**config.mk**
```make
export PLATFORM = sky130hd
export DESIGN_NAME = backend_top
export DESIGN_NICKNAME = d
export VERILOG_FILES = /design/src/pipeline_types.sv /design/src/backend_top.sv /design/src/ctrl.sv /design/src/execute.sv /design/src/decoder.sv /design/src/regfile.sv /design/src/stable_counter.sv
export VERILOG_INCLUDE_DIRS = /design/src
export SDC_FILE = /design/constraint.sdc
export NUM_CORES = 2
export LEC_CHECK = 0
export BUFFER_PORTS_ARGS = -buffer_cell sky130_fd_sc_hd__buf_2
export CELL_PAD_IN_SITES_DETAIL_PLACEMENT = 0
export CELL_PAD_IN_SITES_GLOBAL_PLACEMENT = 1
export CORE_AREA = 4 4 462 464
export DETAILED_ROUTE_END_ITERATION = 8
export DIE_AREA = 0 0 466 468
export PLACE_DENSITY = 0.55
export SLEW_MARGIN = 20
export SYNTH_ARGS = -nofsm -noshare
export SYNTH_HDL_FRONTEND = slang
export SYNTH_HIERARCHICAL = 1
export SYNTH_SLANG_ARGS = --single-unit
```
**constraint.sdc**
```tcl
create_clock -name clk -period 4.21 [get_ports clk]
set_input_delay 0.6315 -clock clk [delete_from_list [all_inputs] [get_ports clk]]
set_output_delay 0.6315 -clock clk [all_outputs]
set_load 0.05 [all_outputs]
```
**src/backend_settings.svh**
```systemverilog
`ifndef BACKEND_SETTINGS_SVH
`define BACKEND_SETTINGS_SVH

// datapath widths
`define REG_WIDTH       32
`define REG_ADDR_WIDTH  5
`define REG_COUNT       32
`define TIMER_WIDTH     64

// 3R type, matched on inst[31:15]
`define OPC_ADD_W       17'h00020
`define OPC_SUB_W       17'h00022
`define OPC_AND         17'h00029
`define OPC_OR          17'h0002a
`define OPC_XOR         17'h0002b

// 2RI12, matched on inst[31:22]
`define OPC_ADDI_W      10'h00a

// 1RI20, matched on inst[31:25]
`define OPC_LU12I_W     7'h0a

// 2RI16, matched on inst[31:26]
`define OPC_BEQ         6'h16

// matched on inst[31:10], rd is the destination
`define OPC_RDCNTVL_W   22'h000018

`endif
```
**src/pipeline_types.sv**
```systemverilog
`include "backend_settings.svh"

package pipeline_types;

    typedef enum logic [3:0] {
        ALU_NOP   = 4'd0,
        ALU_ADD   = 4'd1,
        ALU_SUB   = 4'd2,
        ALU_AND   = 4'd3,
        ALU_OR    = 4'd4,
        ALU_XOR   = 4'd5,
        ALU_LUI   = 4'd6,
        ALU_BEQ   = 4'd7,
        ALU_RDCNT = 4'd8
    } alu_op_t;

    typedef enum logic {
        CTRL_RUN    = 1'b0,
        CTRL_REFILL = 1'b1
    } ctrl_state_t;

    // decoder register, read by execute
    typedef struct packed {
        logic                         valid;
        logic [`REG_WIDTH-1:0]        pc;
        logic [`REG_WIDTH-1:0]        inst;
        alu_op_t                      op;
        logic [`REG_WIDTH-1:0]        src1;
        logic [`REG_WIDTH-1:0]        src2;
        logic [`REG_WIDTH-1:0]        imm;
        logic                         rf_wen;
        logic [`REG_ADDR_WIDTH-1:0]   rf_wnum;
    } dispatch_ex_t;

    // execute result, forwarding source and regfile write port
    typedef struct packed {
        logic                         wen;
        logic [`REG_ADDR_WIDTH-1:0]   waddr;
        logic [`REG_WIDTH-1:0]        wdata;
    } reg_forward_t;

    // commit record for difftest
    typedef struct packed {
        logic                         valid;
        logic [`REG_WIDTH-1:0]        pc;
        logic [`REG_WIDTH-1:0]        inst;
        logic                         rf_wen;
        logic [`REG_ADDR_WIDTH-1:0]   rf_wnum;
        logic [`REG_WIDTH-1:0]        rf_wdata;
    } wb_debug_t;

endpackage

```
**src/backend_top.sv**
```systemverilog
`timescale 1ns/1ps
`include "backend_settings.svh"

module backend_top (
    input  logic                      clk,
    input  logic                      arst_n_i,

    // from instbuffer
    input  logic                      inst_valid_i,
    input  logic [`REG_WIDTH-1:0]     pc_i,
    input  logic [`REG_WIDTH-1:0]     inst_i,

    // to pc
    output logic                      flush_o,
    output logic                      pause_o,
    output logic [`REG_WIDTH-1:0]     new_pc_o,

    // debug
    output pipeline_types::wb_debug_t commit_o,
    output logic [`TIMER_WIDTH-1:0]   timer_64_o
);

    // decoder to execute
    pipeline_types::dispatch_ex_t ex_i;

    // execute result, also the regfile write port
    pipeline_types::reg_forward_t ex_fwd;

    logic [`REG_ADDR_WIDTH-1:0]   rf_raddr1;
    logic [`REG_ADDR_WIDTH-1:0]   rf_raddr2;
    logic [`REG_WIDTH-1:0]        rf_rdata1;
    logic [`REG_WIDTH-1:0]        rf_rdata2;

    logic                         branch_flush;
    logic [`REG_WIDTH-1:0]        branch_target;

    logic [`TIMER_WIDTH-1:0]      cnt;

    decoder u_decoder (
        .clk,
        .arst_n_i,
        .flush_i      (flush_o),
        .pause_i      (pause_o),
        .inst_valid_i,
        .pc_i,
        .inst_i,
        .ex_fwd_i     (ex_fwd),
        .rf_raddr1_o  (rf_raddr1),
        .rf_raddr2_o  (rf_raddr2),
        .rf_rdata1_i  (rf_rdata1),
        .rf_rdata2_i  (rf_rdata2),
        .ex_o         (ex_i)
    );

    execute u_execute (
        .clk,
        .arst_n_i,
        .ex_i,
        .cnt_i           (cnt),
        .ex_fwd_o        (ex_fwd),
        .branch_flush_o  (branch_flush),
        .branch_target_o (branch_target),
        .commit_o
    );

    regfile u_regfile (
        .clk,
        .arst_n_i,
        .wr_i     (ex_fwd),
        .raddr1_i (rf_raddr1),
        .raddr2_i (rf_raddr2),
        .rdata1_o (rf_rdata1),
        .rdata2_o (rf_rdata2)
    );

    ctrl u_ctrl (
        .clk,
        .arst_n_i,
        .branch_flush_i  (branch_flush),
        .branch_target_i (branch_target),
        .flush_o,
        .pause_o,
        .new_pc_o
    );

    stable_counter u_counter (
        .clk,
        .arst_n_i,
        .cnt_o (cnt)
    );

    assign timer_64_o = cnt;

endmodule

```
**src/ctrl.sv**
```systemverilog
`timescale 1ns/1ps
`include "backend_settings.svh"

module ctrl (
    input  logic                  clk,
    input  logic                  arst_n_i,

    // from execute
    input  logic                  branch_flush_i,
    input  logic [`REG_WIDTH-1:0] branch_target_i,

    output logic                  flush_o,
    output logic                  pause_o,
    output logic [`REG_WIDTH-1:0] new_pc_o
);

    pipeline_types::ctrl_state_t state_q;
    pipeline_types::ctrl_state_t state_d;

    always_comb begin
        state_d = state_q;
        unique case (state_q)
            pipeline_types::CTRL_RUN: begin
                if (branch_flush_i) begin
                    state_d = pipeline_types::CTRL_REFILL;
                end
            end
            pipeline_types::CTRL_REFILL: begin
                // one bubble while fetch restarts
                state_d = pipeline_types::CTRL_RUN;
            end
            default: state_d = pipeline_types::CTRL_RUN;
        endcase
    end

    always_ff @(posedge clk or negedge arst_n_i) begin
        if (!arst_n_i) begin
            state_q <= pipeline_types::CTRL_RUN;
        end else begin
            state_q <= state_d;
        end
    end

    assign flush_o  = branch_flush_i;
    assign new_pc_o = branch_target_i;
    assign pause_o  = (state_q == pipeline_types::CTRL_REFILL);

    // decoder is empty during refill, so no beq can resolve
    a_no_flush_in_refill: assert property (
        @(posedge clk) disable iff (!arst_n_i)
        (state_q == pipeline_types::CTRL_REFILL) |-> !flush_o
    ) else $error("flush raised during refill");

endmodule

```
**src/execute.sv**
```systemverilog
`timescale 1ns/1ps
`include "backend_settings.svh"

module execute (
    input  logic                         clk,
    input  logic                         arst_n_i,

    input  pipeline_types::dispatch_ex_t ex_i,
    input  logic [`TIMER_WIDTH-1:0]      cnt_i,

    output pipeline_types::reg_forward_t ex_fwd_o,

    // to ctrl
    output logic                         branch_flush_o,
    output logic [`REG_WIDTH-1:0]        branch_target_o,

    output pipeline_types::wb_debug_t    commit_o
);

    logic [`REG_WIDTH-1:0] alu_result;
    logic                  src_equal;

    always_comb begin
        unique case (ex_i.op)
            pipeline_types::ALU_ADD:   alu_result = ex_i.src1 + ex_i.src2;
            pipeline_types::ALU_SUB:   alu_result = ex_i.src1 - ex_i.src2;
            pipeline_types::ALU_AND:   alu_result = ex_i.src1 & ex_i.src2;
            pipeline_types::ALU_OR:    alu_result = ex_i.src1 | ex_i.src2;
            pipeline_types::ALU_XOR:   alu_result = ex_i.src1 ^ ex_i.src2;
            pipeline_types::ALU_LUI:   alu_result = ex_i.imm << 12;
            pipeline_types::ALU_RDCNT: alu_result = cnt_i[`REG_WIDTH-1:0];
            default:                   alu_result = '0;
        endcase
    end

    // branch resolution
    assign src_equal       = (ex_i.src1 == ex_i.src2);
    assign branch_flush_o  = ex_i.valid && (ex_i.op == pipeline_types::ALU_BEQ) && src_equal;
    assign branch_target_o = ex_i.pc + (ex_i.imm << 2);

    always_comb begin
        ex_fwd_o.wen   = ex_i.valid && ex_i.rf_wen;
        ex_fwd_o.waddr = ex_i.rf_wnum;
        ex_fwd_o.wdata = alu_result;
    end

    // commit record registered one cycle after execute
    always_ff @(posedge clk or negedge arst_n_i) begin
        if (!arst_n_i) begin
            commit_o <= '0;
        end else begin
            commit_o.valid    <= ex_i.valid;
            commit_o.pc       <= ex_i.pc;
            commit_o.inst     <= ex_i.inst;
            commit_o.rf_wen   <= ex_fwd_o.wen;
            commit_o.rf_wnum  <= ex_i.rf_wnum;
            commit_o.rf_wdata <= alu_result;
        end
    end

    // a redirecting beq still retires without a register write
    a_flush_beq_retires: assert property (
        @(posedge clk) disable iff (!arst_n_i)
        branch_flush_o |=> (commit_o.valid && !commit_o.rf_wen)
    ) else $error("branch flush without a committing beq");

    // younger instruction must be dropped by the decoder
    a_flush_drops_next: assert property (
        @(posedge clk) disable iff (!arst_n_i) branch_flush_o |=> !ex_i.valid
    ) else $error("instruction after taken beq reached execute");

endmodule

```
**src/decoder.sv**
```systemverilog
`timescale 1ns/1ps
`include "backend_settings.svh"

module decoder (
    input  logic                        clk,
    input  logic                        arst_n_i,

    input  logic                        flush_i,
    input  logic                        pause_i,

    // from instbuffer
    input  logic                        inst_valid_i,
    input  logic [`REG_WIDTH-1:0]       pc_i,
    input  logic [`REG_WIDTH-1:0]       inst_i,

    input  pipeline_types::reg_forward_t ex_fwd_i,

    // regfile read ports
    output logic [`REG_ADDR_WIDTH-1:0]  rf_raddr1_o,
    output logic [`REG_ADDR_WIDTH-1:0]  rf_raddr2_o,
    input  logic [`REG_WIDTH-1:0]       rf_rdata1_i,
    input  logic [`REG_WIDTH-1:0]       rf_rdata2_i,

    output pipeline_types::dispatch_ex_t ex_o
);

    logic [`REG_ADDR_WIDTH-1:0] rd;
    logic [`REG_ADDR_WIDTH-1:0] rj;
    logic [`REG_ADDR_WIDTH-1:0] rk;
    logic                       is_beq;
    logic [`REG_WIDTH-1:0]      src1;
    logic [`REG_WIDTH-1:0]      src2;
    pipeline_types::dispatch_ex_t dec;

    function automatic logic [`REG_WIDTH-1:0] fwd_sel(
        input logic [`REG_ADDR_WIDTH-1:0] addr,
        input logic [`REG_WIDTH-1:0]      rf_data,
        input pipeline_types::reg_forward_t fwd
    );
        if (fwd.wen && fwd.waddr != '0 && fwd.waddr == addr) begin
            return fwd.wdata;
        end
        return rf_data;
    endfunction

    assign rd     = inst_i[4:0];
    assign rj     = inst_i[9:5];
    assign rk     = inst_i[14:10];
    assign is_beq = (inst_i[31:26] == `OPC_BEQ);

    // beq compares rj against rd
    assign rf_raddr1_o = rj;
    assign rf_raddr2_o = is_beq ? rd : rk;

    assign src1 = fwd_sel(rf_raddr1_o, rf_rdata1_i, ex_fwd_i);
    assign src2 = fwd_sel(rf_raddr2_o, rf_rdata2_i, ex_fwd_i);

    always_comb begin
        dec         = '0;
        dec.valid   = inst_valid_i;
        dec.pc      = pc_i;
        dec.inst    = inst_i;
        dec.op      = pipeline_types::ALU_NOP;
        dec.src1    = src1;
        dec.src2    = src2;
        dec.rf_wnum = rd;
        if (inst_i[31:15] == `OPC_ADD_W) begin
            dec.op     = pipeline_types::ALU_ADD;
            dec.rf_wen = 1'b1;
        end else if (inst_i[31:15] == `OPC_SUB_W) begin
            dec.op     = pipeline_types::ALU_SUB;
            dec.rf_wen = 1'b1;
        end else if (inst_i[31:15] == `OPC_AND) begin
            dec.op     = pipeline_types::ALU_AND;
            dec.rf_wen = 1'b1;
        end else if (inst_i[31:15] == `OPC_OR) begin
            dec.op     = pipeline_types::ALU_OR;
            dec.rf_wen = 1'b1;
        end else if (inst_i[31:15] == `OPC_XOR) begin
            dec.op     = pipeline_types::ALU_XOR;
            dec.rf_wen = 1'b1;
        end else if (inst_i[31:22] == `OPC_ADDI_W) begin
            // immediate replaces rk operand
            dec.op     = pipeline_types::ALU_ADD;
            dec.imm    = {{20{inst_i[21]}}, inst_i[21:10]};
            dec.src2   = dec.imm;
            dec.rf_wen = 1'b1;
        end else if (inst_i[31:25] == `OPC_LU12I_W) begin
            dec.op     = pipeline_types::ALU_LUI;
            dec.imm    = {{12{inst_i[24]}}, inst_i[24:5]};
            dec.rf_wen = 1'b1;
        end else if (is_beq) begin
            dec.op     = pipeline_types::ALU_BEQ;
            dec.imm    = {{16{inst_i[25]}}, inst_i[25:10]};
        end else if (inst_i[31:10] == `OPC_RDCNTVL_W) begin
            dec.op     = pipeline_types::ALU_RDCNT;
            dec.rf_wen = 1'b1;
        end
        // r0 is never written
        if (rd == '0) begin
            dec.rf_wen = 1'b0;
        end
    end

    always_ff @(posedge clk or negedge arst_n_i) begin
        if (!arst_n_i) begin
            ex_o <= '0;
        end else begin
            ex_o <= dec;
            if (flush_i || pause_i) begin
                ex_o.valid <= 1'b0;
            end
        end
    end

    // instbuffer holds off for the refill cycle
    a_no_issue_in_pause: assert property (
        @(posedge clk) disable iff (!arst_n_i) pause_i |-> !inst_valid_i
    ) else $error("instruction offered while pause is high");

endmodule

```
**src/regfile.sv**
```systemverilog
`timescale 1ns/1ps
`include "backend_settings.svh"

module regfile (
    input  logic                         clk,
    input  logic                         arst_n_i,

    input  pipeline_types::reg_forward_t wr_i,

    input  logic [`REG_ADDR_WIDTH-1:0]   raddr1_i,
    input  logic [`REG_ADDR_WIDTH-1:0]   raddr2_i,
    output logic [`REG_WIDTH-1:0]        rdata1_o,
    output logic [`REG_WIDTH-1:0]        rdata2_o
);

    logic [`REG_WIDTH-1:0] regs [`REG_COUNT];

    always_ff @(posedge clk or negedge arst_n_i) begin
        if (!arst_n_i) begin
            for (int i = 0; i < `REG_COUNT; i++) begin
                regs[i] <= '0;
            end
        end else if (wr_i.wen && wr_i.waddr != '0) begin
            regs[wr_i.waddr] <= wr_i.wdata;
        end
    end

    // asynchronous read, r0 is hard zero
    always_comb begin
        if (raddr1_i == '0) begin
            rdata1_o = '0;
        end else begin
            rdata1_o = regs[raddr1_i];
        end
        if (raddr2_i == '0) begin
            rdata2_o = '0;
        end else begin
            rdata2_o = regs[raddr2_i];
        end
    end

endmodule

```
**src/stable_counter.sv**
```systemverilog
`timescale 1ns/1ps
`include "backend_settings.svh"

module stable_counter (
    input  logic                    clk,
    input  logic                    arst_n_i,

    output logic [`TIMER_WIDTH-1:0] cnt_o
);

    // free running, wraps at 2^64
    always_ff @(posedge clk or negedge arst_n_i) begin
        if (!arst_n_i) begin
            cnt_o <= '0;
        end else begin
            cnt_o <= cnt_o + 1'b1;
        end
    end

endmodule

```
# == After elaboration in Yosys (flattened, before gate mapping) ==
# Index checks and enable logic that the tools add are counted.
# W data, S select, Z words.
# word_totals
regBits,1361
latchBits,0
ram_bits,0
rom_bits,0
output_inout_bits,201
elab_cells,144
mem_count,0
# classes
add_sub_neg,4
multipliers,0
div,0
n_lt_le_gt_ge,4
n_eq_ne,20
shift,0
mux,48
bitwise_logic,7
n_reduce_logical,12
# op_table
cell,count
$bwmux W1024,1
$mux W32,13
$bmux W32 S5,2
$mux W64,5
$pmux W32 S7,1
$demux W32 S5,1
$eq A17 B6 Y1 const B,5
$mux W33,2
$add A32 B32 Y32,2
$add A64 B1 Y64 const B,1
$mux W4,9
$and A32 B32 Y32,1
$eq A32 B32 Y1,1
$or A32 B32 Y32,1
$sub A32 B32 Y32,1
$xor A32 B32 Y32,1
$eq A22 B5 Y1 const B,1
$ge A6 B6 Y1 const B,3
$not A5 Y6,3
$eq A4 B3 Y1 const B,4
$logic_not A5 Y1,3
$mux W1,12
$eq A10 B4 Y1 const B,1
$eq A5 B5 Y1,2
other kinds (12),19

# == Longest topological paths before layout ==
# logic_depth
word_depth,14
ltp_mapped,16
ltp_nobuf,16

# == By module ==
# Netlist, hierarchy kept.
# by_module_without_submodules
mod,instances,cells_per_inst,area_per_inst_um2,seq_area_each_um2
regfile,1,3649,54269.5,25624.6
execute,1,1141,9555.4,2577.5
decoder,1,463,5979.5,3853.7
stable_counter,1,273,2995.4,1601.5
ctrl,1,35,286.5,25.0

# == Worst setup path after synthesis ==
# No wires, ideal clock.
# synth_path
path_type,register -> output
start,reg u_decoder/ex_o[6] in the netlist's numbering
end,out new_pc_o[24]
t_arrival_ps,3010
required_time_ps,3579
slack_ps,568
path_stages_with_launch,15
n_path_buf,1
cell_sequence,dfrtp_1 ha_1 inv_1 fa_1 nor2b_1 o21ai_0 a21boi_1 o221ai_1 a211oi_1 nand2_1 a311oi_1 and2_1 a41oi_1 xnor2_1 buf_4
# synth_via
elab_chain_len,1
# synth_lines
element,line,source
"start, declared",decoder.sv:24,output pipeline_types::dispatch_ex_t ex_o
$add A32 B32 Y32,execute.sv:39,assign branch_target_o = ex_i.pc + (ex_i.imm << 2);
"end, declared",backend_top.sv:16,"output logic [`REG_WIDTH-1:0] new_pc_o,"
# Every way passes these cells.

# == Worst setup path in the final report ==
# Ends and elaborated chain as after synthesis.

==> impl_metrics.env <==
export IMPL_outcome="complete, but fails checks"
export IMPL_violations="negative setup slack"
export IMPL_cts_sinks=1346
export IMPL_grt_max_degree=112
export IMPL_worstSetupPathType="reg -> out"
export IMPL_power_density_mw_per_mm2=366
export IMPL_clock_root_buffer="clkbuf_16"
export IMPL_fin_skew_ns=0.0354
export IMPL_crit_fanout=4
export IMPL_cts_buffers=158
export IMPL_portBuffers=267
export IMPL_instances_no_fill=8848
export IMPL_nFillCells=19431
export IMPL_crit_top_cell="buf_4"
export IMPL_dp_hpwl_um=184000
export IMPL_p_seq_frac=0.417
export IMPL_cpPeakStageDelay_ns=0.35
export IMPL_start_util=0.349
export IMPL_power_switching_mw=8.78
export IMPL_vias=52069
export IMPL_cts_tree="built"
export IMPL_route_detailed_drc=0
export IMPL_crit_path_end_kind="output pin"
export IMPL_grt_pass1_vias=53493
export IMPL_hold_viol_final=0
export IMPL_vdd_drop_max_uv=422
export IMPL_clkTransAtPathRegs_ns=0.06
export IMPL_p_int_mw=23.0
export IMPL_ant_nets=0
export IMPL_critical_path_cell_chain="ha_2 > inv_2 > fa_2 > nor2b_2 > o21ai_2 > a21boi_2 > o221ai_2 > a211oi_2 > buf_4 > nand2_4 > a311oi_2 > buf_4 > and2_4 > a41oi_2 > xnor2_1 > buf_4"
export IMPL_rsz0062_at_grt="yes"
export IMPL_switching_share=0.277
export IMPL_fin_setup_tns_ns=-1.79
export IMPL_fin_area_mm2=0.0866
export IMPL_slew_viol_final=0
export IMPL_syn_instance_count=5559
export IMPL_grt_overflow_total=0
export IMPL_htreeDepth=4
export IMPL_viasPerCell=5.88
export IMPL_min_period_ns=4.53
export IMPL_maxCapViolations=0
export IMPL_die_area_mm2=0.218
export IMPL_rows=168
export IMPL_worstMarginPinSlew_ns=1.15
export IMPL_globalplace_congestion=0.944
export IMPL_finalSetupViolCount=9
export IMPL_drive_above_1_share=0.433
export IMPL_p_comb_frac=0.132
export IMPL_fin_ws_ns=-0.323
export IMPL_antenna_found_initial=13
export IMPL_track_usage=0.254
export IMPL_synth_nets=5763
export IMPL_p_leak_nw=40.1
export IMPL_wl_um=280000
export IMPL_start_kind="register"
export IMPL_fp_dieW_um=466
export IMPL_fp_dieH_um=468
export IMPL_required_ns=3.58
export IMPL_cts_buffer_depth=3
export IMPL_wl_per_cell_um=31.7
export IMPL_critPathSlowestCell="dfrtp_1"
export IMPL_relSlewSlack=0.232
export IMPL_worstSkewPairLatency_ns=0.83
export IMPL_post_route_period_util=1.08
export IMPL_grt_first_pass_wirelength_um=404000
export IMPL_synth_area_mm2=0.0731
export IMPL_syn_area_per_cell_um2=13.1
export IMPL_hold_class="in -> reg"
export IMPL_fin_nets=6117
export IMPL_critPathArrivalTime_ns=3.90
export IMPL_power_frac_clock=0.450
export IMPL_core_area_mm2=0.209
export IMPL_dr_pass1_iters=6
export IMPL_area_delta_synth_final_pct=18.6
export IMPL_dr_first_iter_drc_count=4786
export IMPL_dp_cells=8487
export IMPL_fmax_mhz=221
export IMPL_ios=268
export IMPL_place_area_mm2=0.0803
export IMPL_final_util=0.414
export IMPL_yosysWarningCount=6
registers in the layout, summed over array words and instances (netlist names):
register            flops
u_decoder/ex_o        154
u_regfile/regs       1024
u_counter/cnt_o        64
u_ctrl/pause_o          1
u_execute/commit_o    103
layer usage:
| layer | up-vias | global-route usage | wire length, um |
|---|---|---|---|
| met5 | - | 0 | 42 |
| met4 | 6 | 0.0907 | 10400 |
| met3 | 460 | 0.0415 | 17700 |
| met2 | 2036 | 0.406 | 130000 |
| met1 | 27836 | 0.350 | 122000 |
| li1 | 21731 | - | - |
timing repair:
item / in CTS / in global routing
buffers inserted: 14 / 5
pin swaps: 19 / 20
setup endpoints to repair: 16 / 144
gates resized for setup: 60 / 18
endpoints found under the hold margin: 126 / 0
hold buffers: 53 / 0
layout by cell type, fill, tap and decap left out, types with 46 or more instances in the layout:
cell type,count
dlygate4sd3_1,53
clkbuf_16,163
a211oi_1,61
xnor2_1,50
mux2i_1,260
o22ai_1,65
ha_1,124
dfrtp_1,1337
nand2_1,114
nor2_1,147
inv_1,130
a22oi_1,79
nor3_1,78
a22o_1,66
nor2b_1,48
buf_12,116
mux4_2,411
buf_4,347
nand4_1,59
buf_2,249
a21oi_1,124
mux2_2,1054
xor2_1,46
o21ai_0,71
critical path: cells and delay by family, from the launching register on:
family,cells,cell delay [ns]
compound gates,6,0.94
buf+inv,4,0.67
fa+ha+maj,2,0.53
simple gates,3,0.37
flops,1,0.35
xor+xnor,1,0.21
final timing paths:
kind | start | end | slack [ns] | depth (start not counted)
min in group asynchronous | arst_n_i | u_counter/cnt_o[43] | 0.49 | 2
setup reg to reg | u_decoder/ex_o[38] | u_regfile/regs[220] | 0.20 | 17
setup / recovery | u_decoder/ex_o[6] | new_pc_o[24] | -0.32 | 16
hold reg to reg | u_decoder/ex_o[127] | u_execute/commit_o[59] | 0.34 | 0
hold / removal | inst_i[16] | u_decoder/ex_o[122] | 0.09 | 1
max in group asynchronous | arst_n_i | u_regfile/regs[491] | 2.42 | 3
stage by stage:
step,hold WS (ns),power [mW],setup WS (ns)
global route,0.0310,32.8,-0.538
CTS,0.00398,32.1,-0.435
floorplan,0.331,15.6,0.568
finish,0.0850,31.7,-0.323
detailed placement,0.335,17.6,-0.208
global placement,0.332,17.6,-0.237
power groups by stage:
| stage | Combinational (mW) | Sequential, mW | Clock [mW] |
|---|---|---|---|
| 3_5_place_dp | 4.09 | 13.5 | 0 |
| 3_3_place_gp | 4.09 | 13.5 | 0 |
| 6_report | 4.19 | 13.2 | 14.3 |
| 5_1_grt | 4.43 | 13.3 | 15.2 |
| 2_1_floorplan | 1.87 | 13.7 | 0 |
| 4_1_cts | 4.16 | 13.2 | 14.7 |
cell type report:
type                    instances  area [um2]  area share
multi-input cells            3502       36800       0.424
flip-flops and latches       1346       33700       0.389
repair buffers                770        6770      0.0781
clock buffers                 238        4760      0.0549
well taps                    2805        3510      0.0405
clock inverters                48         627     0.00723
inverters                     135         509     0.00588
diodes                          4        10.0    0.000116
Power figures use the tool's default switching activity.
